### src/cpu_pkg.sv
package cpu_pkg;

	localparam int word_w = 8;
	localparam int addr_w = 14;

	// T-state codes as they appear on the state pins
	typedef enum logic [2:0] {
		ts_wait    = 3'b000,
		ts_t3      = 3'b001,
		ts_t1      = 3'b010,
		ts_stopped = 3'b011,
		ts_t2      = 3'b100,
		ts_t5      = 3'b101,
		ts_t4      = 3'b111
	} t_state_e;

	typedef enum logic [1:0] {
		cyc_pci = 2'b00,
		cyc_pcr = 2'b01,
		cyc_pcc = 2'b10
	} cycle_type_e;

	typedef enum logic [1:0] {
		mc_first,
		mc_second,
		mc_third
	} mcycle_e;

	typedef enum logic [2:0] {
		reg_a, reg_b, reg_c, reg_d, reg_e, reg_h, reg_l, reg_mem
	} reg_idx_e;

	typedef enum logic [2:0] {
		alu_add, alu_adc, alu_sub, alu_sbb, alu_and, alu_xor, alu_or, alu_cmp
	} alu_op_e;

	typedef enum logic [1:0] {
		rot_rlc, rot_rrc, rot_ral, rot_rar
	} rot_op_e;

	typedef struct packed {
		logic carry;
		logic zero;
		logic sign;
		logic parity;
	} flags_t;

	typedef struct packed {
		logic [1:0] group;
		reg_idx_e   ddd;
		reg_idx_e   sss;
	} move_view_t;

	typedef struct packed {
		logic [1:0] group;
		alu_op_e    alu_op;
		reg_idx_e   src;
	} operate_view_t;

	// One opcode byte, read as a move or as an operate instruction
	typedef union packed {
		move_view_t    mv;
		operate_view_t op;
	} instr_u;

	typedef enum logic [2:0] {
		src_none, src_pc_lo, src_pc_hi, src_reg, src_alu, src_tmp_a, src_tmp_b, src_d_in
	} bus_src_e;

	typedef struct packed {
		bus_src_e    bus_src;
		reg_idx_e    rf_sel;
		logic        rf_we;
		logic        ir_load;
		logic        tmp_a_load;
		logic        tmp_b_load;
		alu_op_e     alu_op;
		rot_op_e     rot_op;
		logic        alu_rot;
		logic        alu_inc_dec;
		logic        flag_we;
		logic        pc_inc;
		logic        pc_load_lo;
		logic        pc_load_hi;
		cycle_type_e cycle_type;
	} ctrl_t;

endpackage

### src/alu.sv
`timescale 1ns/1ps

module alu (
	input  logic                        clk,
	input  logic                        rst,
	input  cpu_pkg::ctrl_t              ctrl,
	input  logic [cpu_pkg::word_w-1:0]  a,
	input  logic [cpu_pkg::word_w-1:0]  b,
	output logic [cpu_pkg::word_w-1:0]  result,
	output cpu_pkg::flags_t             flags
);

	cpu_pkg::flags_t            flag_in;
	logic                       carry_out;
	logic [cpu_pkg::word_w-1:0] diff;
	logic [cpu_pkg::word_w-1:0] zsp_val;

	always_comb begin
		result = '0;
		{carry_out, diff} = {1'b0, a} - {1'b0, b};
		zsp_val = '0;
		flag_in = flags;
		if (ctrl.alu_rot) begin
			case (ctrl.rot_op)
				cpu_pkg::rot_rlc: {carry_out, result} = {a[7], a[6:0], a[7]};
				cpu_pkg::rot_rrc: {carry_out, result} = {a[0], a[0], a[7:1]};
				cpu_pkg::rot_ral: {carry_out, result} = {a, flags.carry};
				default:          {carry_out, result} = {a[0], flags.carry, a[7:1]};
			endcase
			flag_in.carry = carry_out;
		end else begin
			if (ctrl.alu_inc_dec) begin
				result = (ctrl.alu_op == cpu_pkg::alu_sub) ? b - 8'd1 : b + 8'd1;
				carry_out = flags.carry;
			end else begin
				case (ctrl.alu_op)
					cpu_pkg::alu_add: {carry_out, result} = {1'b0, a} + {1'b0, b};
					cpu_pkg::alu_adc: {carry_out, result} = {1'b0, a} + {1'b0, b} + 9'(flags.carry);
					cpu_pkg::alu_sub: {carry_out, result} = {1'b0, a} - {1'b0, b};
					cpu_pkg::alu_sbb: {carry_out, result} = {1'b0, a} - {1'b0, b} - 9'(flags.carry);
					cpu_pkg::alu_and: {carry_out, result} = {1'b0, a & b};
					cpu_pkg::alu_xor: {carry_out, result} = {1'b0, a ^ b};
					cpu_pkg::alu_or:  {carry_out, result} = {1'b0, a | b};
					default:          result = a;
				endcase
			end
			// Compare leaves A alone and sets the flags from the difference
			zsp_val = (!ctrl.alu_inc_dec && ctrl.alu_op == cpu_pkg::alu_cmp) ? diff : result;
			flag_in.carry = carry_out;
			flag_in.zero = ~(|zsp_val);
			flag_in.sign = zsp_val[7];
			flag_in.parity = ~(^zsp_val);
		end
	end

	always_ff @(posedge clk) begin
		if (rst)
			flags <= '0;
		else if (ctrl.flag_we)
			flags <= flag_in;
	end

endmodule

### src/reg_file.sv
`timescale 1ns/1ps

module reg_file (
	input  logic                        clk,
	input  logic                        rst,
	input  cpu_pkg::ctrl_t              ctrl,
	input  logic [cpu_pkg::word_w-1:0]  bus,
	output logic [cpu_pkg::word_w-1:0]  rf_out,
	output logic [cpu_pkg::word_w-1:0]  acc
);

	logic [cpu_pkg::word_w-1:0] regs [0:6];

	always_ff @(posedge clk) begin
		if (rst) begin
			for (int i = 0; i < 7; i++)
				regs[i] <= '0;
		end else if (ctrl.rf_we && ctrl.rf_sel != cpu_pkg::reg_mem) begin
			regs[ctrl.rf_sel] <= bus;
		end
	end

	// Memory operand code reads as zero
	assign rf_out = (ctrl.rf_sel == cpu_pkg::reg_mem) ? '0 : regs[ctrl.rf_sel];
	assign acc = regs[cpu_pkg::reg_a];

endmodule

### src/program_counter.sv
`timescale 1ns/1ps

module program_counter (
	input  logic                        clk,
	input  logic                        rst,
	input  cpu_pkg::ctrl_t              ctrl,
	input  logic [cpu_pkg::word_w-1:0]  bus,
	output logic [cpu_pkg::addr_w-1:0]  pc
);

	logic [cpu_pkg::word_w-1:0] lo_hold;

	// The low target byte waits here so the third JMP byte is still fetched
	// from the incremented address
	always_ff @(posedge clk) begin
		if (ctrl.pc_load_lo)
			lo_hold <= bus;
	end

	always_ff @(posedge clk) begin
		if (rst)
			pc <= '0;
		else if (ctrl.pc_load_hi)
			pc <= {bus[cpu_pkg::addr_w-9:0], lo_hold};
		else if (ctrl.pc_inc)
			pc <= pc + 1'b1;
	end

endmodule

### src/bus_datapath.sv
`timescale 1ns/1ps

module bus_datapath (
	input  logic                        clk,
	input  logic                        rst,
	input  cpu_pkg::ctrl_t              ctrl,
	input  logic [cpu_pkg::word_w-1:0]  d_in,
	input  logic [cpu_pkg::addr_w-1:0]  pc,
	input  logic [cpu_pkg::word_w-1:0]  rf_out,
	input  logic [cpu_pkg::word_w-1:0]  alu_out,
	input  logic [cpu_pkg::word_w-1:0]  acc,
	output logic [cpu_pkg::word_w-1:0]  bus,
	output cpu_pkg::instr_u             instr,
	output logic [cpu_pkg::word_w-1:0]  tmp_a,
	output logic [cpu_pkg::word_w-1:0]  tmp_b
);

	cpu_pkg::instr_u ir_q;

	always_ff @(posedge clk) begin
		if (rst)
			ir_q <= '0;
		else if (ctrl.ir_load)
			ir_q <= d_in;
	end

	// The opcode is visible during its own T3 so the sequencer can branch on it
	assign instr = ctrl.ir_load ? cpu_pkg::instr_u'(d_in) : ir_q;

	always_ff @(posedge clk) begin
		if (ctrl.tmp_a_load)
			tmp_a <= acc;
		if (ctrl.tmp_b_load)
			tmp_b <= bus;
	end

	always_comb begin
		case (ctrl.bus_src)
			cpu_pkg::src_pc_lo: bus = pc[7:0];
			cpu_pkg::src_pc_hi: bus = {ctrl.cycle_type, pc[cpu_pkg::addr_w-1:8]};
			cpu_pkg::src_reg:   bus = rf_out;
			cpu_pkg::src_alu:   bus = alu_out;
			cpu_pkg::src_tmp_a: bus = tmp_a;
			cpu_pkg::src_tmp_b: bus = tmp_b;
			cpu_pkg::src_d_in:  bus = d_in;
			default:            bus = {ctrl.cycle_type, 6'b000000};
		endcase
	end

endmodule

### src/cycle_control.sv
`timescale 1ns/1ps

module cycle_control (
	input  logic              clk,
	input  logic              rst,
	input  logic              ready,
	input  cpu_pkg::instr_u   instr,
	input  cpu_pkg::flags_t   flags,
	output cpu_pkg::ctrl_t    ctrl,
	output logic              sync,
	output cpu_pkg::t_state_e state
);

	logic              ready_meta;
	logic              ready_s;
	cpu_pkg::mcycle_e  cycle;
	cpu_pkg::mcycle_e  next_cycle;
	cpu_pkg::t_state_e next_state;
	logic [7:0]        opcode;
	logic [1:0]        grp;
	logic              is_hlt;
	logic              is_mov;
	logic              is_alu_r;
	logic              is_alu_i;
	logic              is_mvi;
	logic              is_inc_dec;
	logic              is_rot;
	logic              is_jmp;
	logic              is_out;
	logic              multi;
	cpu_pkg::alu_op_e  eff_op;

	always_ff @(posedge clk) begin
		if (rst) begin
			ready_meta <= 1'b0;
			ready_s <= 1'b0;
		end else begin
			ready_meta <= ready;
			ready_s <= ready_meta;
		end
	end

	always_ff @(posedge clk) begin
		if (rst) begin
			state <= cpu_pkg::ts_t1;
			cycle <= cpu_pkg::mc_first;
		end else begin
			state <= next_state;
			cycle <= next_cycle;
		end
	end

	assign opcode = instr;
	assign grp = instr.mv.group;
	assign is_hlt = (opcode == 8'h00) || (opcode == 8'h01) || (opcode == 8'hff);
	assign is_mov = (grp == 2'b11) && !is_hlt;
	assign is_alu_r = (grp == 2'b10);
	assign is_mvi = (grp == 2'b00) && (instr.mv.sss == cpu_pkg::reg_l);
	assign is_alu_i = (grp == 2'b00) && (instr.mv.sss == cpu_pkg::reg_e);
	assign is_inc_dec = (grp == 2'b00) && (instr.mv.sss[2:1] == 2'b00) && !is_hlt;
	assign is_rot = (grp == 2'b00) && (instr.mv.sss == cpu_pkg::reg_c) && !instr.mv.ddd[2];
	assign is_jmp = (grp == 2'b01) && (instr.mv.sss == cpu_pkg::reg_e);
	assign is_out = (grp == 2'b01) && instr.mv.sss[0] && (instr.mv.ddd[2:1] != 2'b00);
	assign multi = is_mvi || is_alu_i || is_jmp || is_out;

	// With carry clear, ADC and SBB give the same result and flags as ADD and SUB
	always_comb begin
		eff_op = instr.op.alu_op;
		if (!flags.carry && eff_op == cpu_pkg::alu_adc)
			eff_op = cpu_pkg::alu_add;
		else if (!flags.carry && eff_op == cpu_pkg::alu_sbb)
			eff_op = cpu_pkg::alu_sub;
	end

	assign sync = (state == cpu_pkg::ts_t1) || (state == cpu_pkg::ts_t2);

	always_comb begin
		ctrl = '0;
		next_state = state;
		next_cycle = cycle;
		case (state)
			cpu_pkg::ts_t1: begin
				next_state = cpu_pkg::ts_t2;
				if (cycle != cpu_pkg::mc_first && is_out) begin
					ctrl.bus_src = cpu_pkg::src_reg;
					ctrl.rf_sel = cpu_pkg::reg_a;
				end else begin
					ctrl.bus_src = cpu_pkg::src_pc_lo;
				end
			end
			cpu_pkg::ts_t2: begin
				next_state = ready_s ? cpu_pkg::ts_t3 : cpu_pkg::ts_wait;
				if (cycle == cpu_pkg::mc_first) begin
					ctrl.cycle_type = cpu_pkg::cyc_pci;
					ctrl.bus_src = cpu_pkg::src_pc_hi;
					ctrl.pc_inc = 1'b1;
				end else if (is_out) begin
					// Output cycle shows only the cycle type, address bits stay zero
					ctrl.cycle_type = cpu_pkg::cyc_pcc;
					ctrl.bus_src = cpu_pkg::src_none;
				end else begin
					ctrl.cycle_type = cpu_pkg::cyc_pcr;
					ctrl.bus_src = cpu_pkg::src_pc_hi;
					ctrl.pc_inc = 1'b1;
				end
			end
			cpu_pkg::ts_wait: begin
				next_state = ready_s ? cpu_pkg::ts_t3 : cpu_pkg::ts_wait;
			end
			cpu_pkg::ts_t3: begin
				next_state = cpu_pkg::ts_t1;
				next_cycle = cpu_pkg::mc_first;
				case (cycle)
					cpu_pkg::mc_first: begin
						ctrl.ir_load = 1'b1;
						if (is_hlt)
							next_state = cpu_pkg::ts_stopped;
						else if (multi)
							next_cycle = cpu_pkg::mc_second;
						else
							next_state = cpu_pkg::ts_t4;
					end
					cpu_pkg::mc_second: begin
						if (is_mvi) begin
							ctrl.bus_src = cpu_pkg::src_d_in;
							ctrl.rf_sel = instr.mv.ddd;
							ctrl.rf_we = 1'b1;
						end else if (is_alu_i) begin
							ctrl.bus_src = cpu_pkg::src_d_in;
							ctrl.tmp_a_load = 1'b1;
							ctrl.tmp_b_load = 1'b1;
							next_state = cpu_pkg::ts_t4;
							next_cycle = cpu_pkg::mc_second;
						end else if (is_jmp) begin
							ctrl.bus_src = cpu_pkg::src_d_in;
							ctrl.pc_load_lo = 1'b1;
							next_cycle = cpu_pkg::mc_third;
						end
					end
					default: begin
						ctrl.bus_src = cpu_pkg::src_d_in;
						ctrl.pc_load_hi = 1'b1;
					end
				endcase
			end
			cpu_pkg::ts_t4: begin
				next_state = cpu_pkg::ts_t5;
				if (is_mov || is_alu_r) begin
					ctrl.bus_src = cpu_pkg::src_reg;
					ctrl.rf_sel = instr.mv.sss;
					ctrl.tmp_b_load = 1'b1;
					ctrl.tmp_a_load = is_alu_r;
				end else if (is_inc_dec) begin
					ctrl.bus_src = cpu_pkg::src_reg;
					ctrl.rf_sel = instr.mv.ddd;
					ctrl.tmp_b_load = 1'b1;
				end else if (is_rot) begin
					ctrl.tmp_a_load = 1'b1;
				end
			end
			cpu_pkg::ts_t5: begin
				next_state = cpu_pkg::ts_t1;
				next_cycle = cpu_pkg::mc_first;
				if (is_mov) begin
					ctrl.bus_src = cpu_pkg::src_tmp_b;
					ctrl.rf_sel = instr.mv.ddd;
					ctrl.rf_we = 1'b1;
				end else if (is_alu_r || is_alu_i) begin
					ctrl.bus_src = cpu_pkg::src_alu;
					ctrl.alu_op = eff_op;
					ctrl.rf_sel = cpu_pkg::reg_a;
					ctrl.rf_we = 1'b1;
					ctrl.flag_we = 1'b1;
				end else if (is_inc_dec) begin
					ctrl.bus_src = cpu_pkg::src_alu;
					ctrl.alu_inc_dec = 1'b1;
					ctrl.alu_op = instr.mv.sss[0] ? cpu_pkg::alu_sub : cpu_pkg::alu_add;
					ctrl.rf_sel = instr.mv.ddd;
					ctrl.rf_we = 1'b1;
					ctrl.flag_we = 1'b1;
				end else if (is_rot) begin
					ctrl.bus_src = cpu_pkg::src_alu;
					ctrl.alu_rot = 1'b1;
					ctrl.rot_op = cpu_pkg::rot_op_e'(instr.mv.ddd[1:0]);
					ctrl.rf_sel = cpu_pkg::reg_a;
					ctrl.rf_we = 1'b1;
					ctrl.flag_we = 1'b1;
				end
			end
			cpu_pkg::ts_stopped: begin
				next_state = cpu_pkg::ts_stopped;
			end
			default: begin
				next_state = cpu_pkg::ts_t1;
				next_cycle = cpu_pkg::mc_first;
			end
		endcase
	end

endmodule

### src/i8008_core.sv
`timescale 1ns/1ps

module i8008_core (
	input  logic                         clk,
	input  logic                         rst,
	input  logic [cpu_pkg::word_w-1:0]   d_in,
	input  logic                         ready,
	output logic [cpu_pkg::word_w-1:0]   d_out,
	output logic                         sync,
	output cpu_pkg::t_state_e            state
);

	cpu_pkg::ctrl_t              ctrl;
	cpu_pkg::instr_u             instr;
	cpu_pkg::flags_t             flags;
	logic [cpu_pkg::word_w-1:0]  bus;
	logic [cpu_pkg::word_w-1:0]  rf_out;
	logic [cpu_pkg::word_w-1:0]  acc;
	logic [cpu_pkg::word_w-1:0]  tmp_a;
	logic [cpu_pkg::word_w-1:0]  tmp_b;
	logic [cpu_pkg::word_w-1:0]  alu_out;
	logic [cpu_pkg::addr_w-1:0]  pc;

	assign d_out = bus;

	cycle_control u_cycle_control (
		.clk   (clk),
		.rst   (rst),
		.ready (ready),
		.instr (instr),
		.flags (flags),
		.ctrl  (ctrl),
		.sync  (sync),
		.state (state)
	);

	bus_datapath u_bus_datapath (
		.clk     (clk),
		.rst     (rst),
		.ctrl    (ctrl),
		.d_in    (d_in),
		.pc      (pc),
		.rf_out  (rf_out),
		.alu_out (alu_out),
		.acc     (acc),
		.bus     (bus),
		.instr   (instr),
		.tmp_a   (tmp_a),
		.tmp_b   (tmp_b)
	);

	alu u_alu (
		.clk    (clk),
		.rst    (rst),
		.ctrl   (ctrl),
		.a      (tmp_a),
		.b      (tmp_b),
		.result (alu_out),
		.flags  (flags)
	);

	reg_file u_reg_file (
		.clk    (clk),
		.rst    (rst),
		.ctrl   (ctrl),
		.bus    (bus),
		.rf_out (rf_out),
		.acc    (acc)
	);

	program_counter u_program_counter (
		.clk  (clk),
		.rst  (rst),
		.ctrl (ctrl),
		.bus  (bus),
		.pc   (pc)
	);

endmodule

### config.mk
export PLATFORM = sky130hd
export DESIGN_NAME = i8008_core
export DESIGN_NICKNAME = d
export VERILOG_FILES = /design/src/cpu_pkg.sv /design/src/alu.sv /design/src/reg_file.sv /design/src/program_counter.sv /design/src/bus_datapath.sv /design/src/cycle_control.sv /design/src/i8008_core.sv
export SDC_FILE = /design/constraint.sdc
export NUM_CORES = 1
export LEC_CHECK = 0
export ABC_AREA = 1
export BUFFER_PORTS_ARGS = -buffer_cell sky130_fd_sc_hd__clkbuf_2
export CORE_MARGIN = 4
export CORE_UTILIZATION = 44
export DETAILED_ROUTE_END_ITERATION = 8
export HOLD_SLACK_MARGIN = 0.12
export PLACE_DENSITY = 0.64
export SLEW_MARGIN = 20
export SYNTH_ARGS = -nofsm -noshare
export SYNTH_HDL_FRONTEND = slang
export SYNTH_SLANG_ARGS = --single-unit
### constraint.sdc
create_clock -name clk -period 5.1 [get_ports clk]
set_clock_uncertainty 0.2 [all_clocks]
set_input_delay 1.02 -clock clk [delete_from_list [all_inputs] [get_ports clk]]
set_output_delay 1.02 -clock clk [all_outputs]
set_load 0.05 [all_outputs]
Word-level counts from Yosys, hierarchy flattened
Memory sizes are Yosys's and may differ from the RTL's. A register that Yosys moved wholly into a read port is not among the register bits.
Cells that the tools add are included.
Widths: inputs -> output; s select.
{"block": "totals", "register_bits": 46, "latchBits": 0, "ramBits": 56, "rom_bits": 0, "input_bits": 11, "memories": 1}
{"block": "classes", "n_addsub": 7, "multipliers": 0, "n_div": 0, "magnitude_cmp": 0, "n_eq_ne": 35, "n_shift": 0, "n_mux": 88, "bitwise_logic": 3, "n_reduce_logical": 42}
{"name": "u_reg_file.regs", "words": 7, "width": 8, "read_ports": 2, "rd_ports_with_merged_regs": 1, "write_ports": 7, "line_no": "reg_file.sv:12", "text": "logic [cpu_pkg::word_w-1:0] regs [0:6];"}
{"op": "$pmux 8 s7", "n": 2}
{"op": "$mux 8", "n": 8}
{"op": "$mux 3", "n": 14}
{"op": "$eq 3x3->1 const B", "n": 13}
{"op": "$mux 2", "n": 16}
{"op": "$pmux 3 s5", "n": 2}
{"op": "$mux 14", "n": 2}
{"op": "$mux 7", "n": 4}
{"op": "$mux 1", "n": 26}
{"op": "$eq 3x2->1 const B", "n": 8}
{"op": "$pmux 8 s3", "n": 1}
{"op": "$add 14x1->14 const B", "n": 1}
{"op": "$logic_and 1x1->1", "n": 14}
{"op": "$eq 3x1->1 const B", "n": 4}
{"op": "$mux 4", "n": 3}
{"op": "$pmux 2 s2", "n": 3}
{"op": "$pmux 3 s2", "n": 2}
{"op": "$add 8x8->9", "n": 1}
{"op": "$add 9x1->9", "n": 1}
{"op": "$pmux 3 s3", "n": 1}
{"op": "$sub 8x8->9", "n": 1}
{"op": "$sub 9x1->9", "n": 1}
{"op": "$add 8x1->8 const B", "n": 1}
{"op": "$and 8x8->8", "n": 1}
{"op": "other kinds (24)", "n": 45}

Logic depth before layout (Yosys ltp)
{"block": "depth", "word_depth": 20, "depth_mapped": 28}

By module
From an unflattened synthesis, not the netlist that was laid out.
{"block": "unflattened", "cells_unflattened": 1322, "hier_area_um2": 9201.3}
{"mod": "reg_file", "n_inst": 1, "cells_per_inst": 392, "area_each_um2": 3221.8}
{"mod": "alu", "n_inst": 1, "cells_per_inst": 454, "area_each_um2": 2667.6}
{"mod": "bus_datapath", "n_inst": 1, "cells_per_inst": 187, "area_each_um2": 1363.8}
{"mod": "program_counter", "n_inst": 1, "cells_per_inst": 134, "area_each_um2": 1094.8}
{"mod": "cycle_control", "n_inst": 1, "cells_per_inst": 155, "area_each_um2": 853.3}

Least setup slack after synthesis
OpenSTA, ideal clock, no wires.
{"block": "synth_path", "path_type": "register to output", "start": "register u_cycle_control.state[0]", "end": "output port d_out[7] (netlist bit)", "arrival_ps": 3908, "slack_ps": -28, "path_stages_with_launch": 27, "cell_sequence": "dfxtp_1 inv_2 nor2_4 nand3_4 buf_6 nand2_1 nand2_1 nand2_2 inv_1 nand2_2 nand4_1 nand2_1 nand3_1 nor2_1 ha_1 a21oi_1 nand2_1 nand4_1 o211ai_1 xor2_1 a21oi_1 o21ai_1 nand2_1 inv_1 nand2_1 nand2_1 nand4_2"}
{"block": "synth_between", "elab_chain_cells": 17, "elab_cells_between_ends": 97}
{"element": "from (decl)", "line_no": "cycle_control.sv:11", "text": "output cpu_pkg::t_state_e state"}
{"element": "from (signal assigned)", "line_no": "cycle_control.sv:45", "text": "state <= cpu_pkg::ts_t1;"}
{"element": "from (signal assigned)", "line_no": "cycle_control.sv:48", "text": "state <= next_state;"}
{"element": "$eq 3x1->1", "line_no": "cycle_control.sv:81", "text": "case (state)"}
{"element": "$mux 1", "line_no": "cycle_control.sv:81"}
{"element": "$mux 8", "line_no": "bus_datapath.sv:28", "text": "assign instr = ctrl.ir_load ? cpu_pkg::instr_u'(d_in) : ir_q;"}
{"element": "$eq 8x1->1 / $logic_not 8->1 (equally long branches)", "line_no": "cycle_control.sv:55", "text": "assign is_hlt = (opcode == 8'h00) || (opcode == 8'h01) || (opcode == 8'hff);"}
{"element": "$logic_or 1x1->1 (2 in series)", "line_no": "cycle_control.sv:55"}
{"element": "$logic_not 1->1", "line_no": "cycle_control.sv:56, cycle_control.sv:60"}
{"element": "$logic_and 1x1->1", "line_no": "cycle_control.sv:60", "text": "assign is_inc_dec = (grp == 2'b00) && (instr.mv.sss[2:1] == 2'b00) && !is_hlt;"}
{"element": "$mux 3", "line_no": "cycle_control.sv:174", "text": "end else if (is_inc_dec) begin"}
{"element": "$mux 3", "line_no": "cycle_control.sv:168", "text": "end else if (is_alu_r || is_alu_i) begin"}
{"element": "$mux 8", "line_no": "cycle_control.sv:164", "text": "if (is_mov) begin"}
{"element": "$mux 8", "line_no": "cycle_control.sv:81"}
{"element": "$eq 3x3->1 (tied with other cells)", "line_no": "alu.sv:36", "text": "case (ctrl.alu_op)"}
{"element": "$pmux 8 s7 / $mux 8 (equally long branches)", "line_no": "alu.sv:36, alu.sv:33"}
{"element": "$mux 8", "line_no": "alu.sv:32", "text": "if (ctrl.alu_inc_dec) begin"}
{"element": "$mux 8", "line_no": "alu.sv:23", "text": "if (ctrl.alu_rot) begin"}
{"element": "$pmux 8 s7 *", "line_no": "bus_datapath.sv:38", "text": "case (ctrl.bus_src)"}
{"element": "to (decl)", "line_no": "i8008_core.sv:8", "text": "output logic [cpu_pkg::word_w-1:0] d_out,"}
Every way passes the cells marked *; elsewhere a longest branch is shown, timed or not.

Final worst setup path
{"block": "layout_path", "start": "register u_cycle_control.state[2]", "end": "output port d_out[5] (netlist bit)"}
The elaborated chain is that of the path after synthesis.

==> results.py <==
metrics = {
    "critical_path": {
        "cp-end-kind": "output pin",
        "cp.arrival_ns": 3.66,
        "crit_slowest_cell": "dfxtp_4",
        "cp_top_family": "simple AND/OR/NAND/NOR gates",
        "reg2reg_slack_ns": 1.11,
        "crit_top_cell": "nand2_1",
        "startpoint": "u_cycle_control.state[2]",
        "start_kind": "flop",
        "r2r_start": "u_cycle_control.state[2]",
        "crit_type": "flop to output pin",
        "crit_end": "d_out[5]",
        "rr_endpoint": "u_reg_file.regs[0][6]",
        "worstRegToRegCells": 28,
        "cp.required_ns": 3.88,
        "path_max_fanout": 8,
        "cp_slowest_stage_delay_ns": 0.38,
        "cp_num_buf_inv": 5,
        "worst-path-stages": 26,
    },
    "clocking": {
        "cts_tree": "yes",
        "cts_sinks": 110,
        "htree_num_levels": 3,
        "cts_buffer_depth": 2,
        "clockRootBuffer": "clkbuf_16",
        "path_clk_slew_ns": 0.09,
        "numCtsBuffers": 9,
        "insertion_delay_ns": 0.37,
    },
    "sta": {
        "worstMarginPinSlew_ns": 0.7305,
        "hold_violations": 0,
        "slew_headroom": 0.5130,
        "final.min_clock_period_ns": 4.882,
        "min_period_over_period": 0.9572,
        "fin_hold_ws_ns": 0.2033,
        "slew_violations": 0,
        "rsz0062_at_grt": "true",
        "max_freq_ghz": 0.2048,
        "final-setup-viol-count": 0,
    },
    "finish": {
        "drive_gt1_frac": 0.1855,
        "final_nets": 1316,
        "mostFrequentLayoutCell": "nand2_1",
        "area_delta_synth_final_pct": 16.98,
        "finalNonFillerCells": 1506,
        "diodes": 0,
        "final_cell_mix": "277 x nand2_1, 191 x inv_1, 125 x nor2_1, 92 x nand3_1, 76 x buf_4",
    },
    "pwr": {
        "p_comb_frac": 0.139,
        "p_seq_frac": 0.495,
        "power.internal_mw": 1.415,
        "switchingPower_mw": 0.5932,
        "p_clk_frac": 0.366,
        "ir_drop_uv": 166.3,
        "power.share.switching": 0.2954,
        "leakage_nw": 4.681,
        "p_per_area_nw_per_um2": 204.0,
    },
    "job": {
        "cap_violations": 0,
    },
    "die": {
        "dieWidth_um": 146.3,
        "start_util": 0.4483,
        "coreArea_sq_um": 18770,
        "dieArea_sq_um": 21400,
        "num_io_pins": 23,
        "fp.dieH_um": 146.3,
        "rows": 50,
    },
    "synthesis": {
        "seq_area_frac_synth": 0.3474,
        "yosysTopAreaCellShare": 0.2570,
        "syn_area_sq_um": 8414,
        "ys_ff_latch": 110,
        "synthTopCellsByArea": "edfxtp_1 26%, nand2_1 13%, dfxtp_1 9.0%",
        "synth_area_per_cell_sq_um": 7.119,
        "syn_nets": 1231,
        "syn_inst": 1182,
        "ys_types": 52,
        "synth_top_cell_by_area": "edfxtp_1",
        "synth_warnings": 0,
    },
    "detailed_routing": {
        "drt_iter0_drc": 714,
        "routed_wl_mm": 25.73,
        "vias_per_cell": 5.311,
        "wire_per_inst_um": 17.09,
        "first_pass_iters": 5,
        "via_count": 7998,
        "final_antenna_net_count": 0,
        "drc": 0,
    },
    "place": {
        "placed_cells": 1472,
        "gp_congestion": 1.002,
        "post-dp-hpwl_mm": 19.93,
        "port_buffers": 22,
    },
    "status": {
        "status": "finished, final reports clean",
    },
    "grt": {
        "antenna_found_initial": 0,
        "grt_pass1_wl_mm": 40.23,
        "grt_pass1_vias": 7393,
        "grt_remaining_overflow": 0,
        "grt_use_total": 0.2371,
        "grt_max_degree": 28,
    },
    "hold_path": {
        "hold_class": "flop to flop",
    },
}
## routing by layer
layer	vias up	routed length [um]	track usage
li1	3994	-	-
met2	226	12410	0.3978
met5	-	0	0
met1	3717	11100	0.3124
met4	0	1068	0.09831
met3	61	1157	0.02576
## power by group through the flow
stage,registers [mW],logic (mW),clock network (mW)
2_1_floorplan,1.02,0.166,0
3_3_place_gp,1.01,0.261,0
3_5_place_dp,1.01,0.261,0
4_1_cts,0.993,0.268,0.746
5_1_grt,0.997,0.303,0.785
6_report,0.994,0.280,0.734
## through the flow
step | setup TNS, ns | cell area, sq um | power, mW | worst slack (ns) | util
after detailed placement | -0.1273 | 9146 | 1.275 | -0.04446 | 0.4873
after CTS | 0 | 9540 | 2.007 | 0.01561 | 0.5083
final | 0 | 9843 | 2.008 | 0.2183 | 0.5245
after global placement | 0 | 9146 | 1.274 | 0.03070 | 0.4873
after global routing | -0.2883 | 9843 | 2.085 | -0.1029 | 0.5245
after floorplan | 0 | 8418 | 1.187 | 0.1244 | -
## cell type report
class	instances	area (sq um)
multi-input cells	839	4706
clock buffers	9	225.2
inverters	203	770.7
repair buffers	104	833.3
fillers	1856	8925
clock inverters	7	83.83
well taps	234	292.8
flip-flops and latches	110	2932
## kinds of logic after synthesis
kind of cell / Yosys count / share of synthesized area
AND/OR/NAND/NOR: 617 / 0.3438
flip-flops: 110 / 0.3474
adder cells (fa/ha/maj): 38 / 0.05918
AO/OA/AOI/OAI: 156 / 0.1080
buffers and inverters: 233 / 0.1126
XOR/XNOR: 28 / 0.02915
## worst min path at each step
| stage | from | depth (start not counted) | end | slack (ns) |
|---|---|---|---|---|
| 2_1_floorplan | u_cycle_control.ready_meta | 2 | u_cycle_control.ready_s | 0.19 |
| 3_3_place_gp | u_cycle_control.ready_meta | 2 | u_cycle_control.ready_s | 0.19 |
| 3_5_place_dp | u_cycle_control.ready_meta | 2 | u_cycle_control.ready_s | 0.19 |
| 4_1_cts | u_cycle_control.ready_meta | 2 | u_cycle_control.ready_s | 0.21 |
| 5_1_grt | u_cycle_control.ready_meta | 2 | u_cycle_control.ready_s | 0.22 |
| 6_report | u_cycle_control.ready_meta | 2 | u_cycle_control.ready_s | 0.20 |
## sequential cells by signal (all words and copies together) (netlist names)
name / cells
u_bus_datapath.tmp_b: 8
u_cycle_control.state: 3
u_bus_datapath.ir_q: 8
u_bus_datapath.tmp_a: 8
u_cycle_control.ready_s: 1
u_reg_file.regs: 56
u_cycle_control.cycle: 2
u_cycle_control.ready_meta: 1
u_alu.flags: 1
u_program_counter.lo_hold: 8
u_program_counter.pc: 14
## Yosys cell counts (all sizes together)
library cell,n
a31oi,12
a21oi,41
o21a,3
a221oi,1
ha,35
a211oi,6
o21ai,68
o211a,1
nand4,26
clkbuf,15
a2111oi,1
nand3b,5
o211ai,4
xor2,19
inv,202
o221a,1
buf,15
nand3,107
nand2,321
nor2,143
or2,5
dfxtp,38
o22ai,13
o31ai,1
a311oi,1
fa,3
o221ai,1
xnor2,9
nor3,9
clkinv,1
a22oi,1
nor4,1
edfxtp,72
o21bai,1
## tightest hold or removal path, cell delays in order (launching register included)
cell     delay (ns)
dfxtp_1        0.30
inv_1          0.04
nor2_1         0.03
## repair_timing
action                                  in CTS  in global routing
pin swaps                                    2                 17
setup buffers                                5                 13
endpoints found under the hold margin        0                  0
hold buffers                                 0                  0
gates resized for setup                      6                 52
endpoints found under the setup margin       3                  8
No activity file was read; power rests on OpenSTA's default activity.
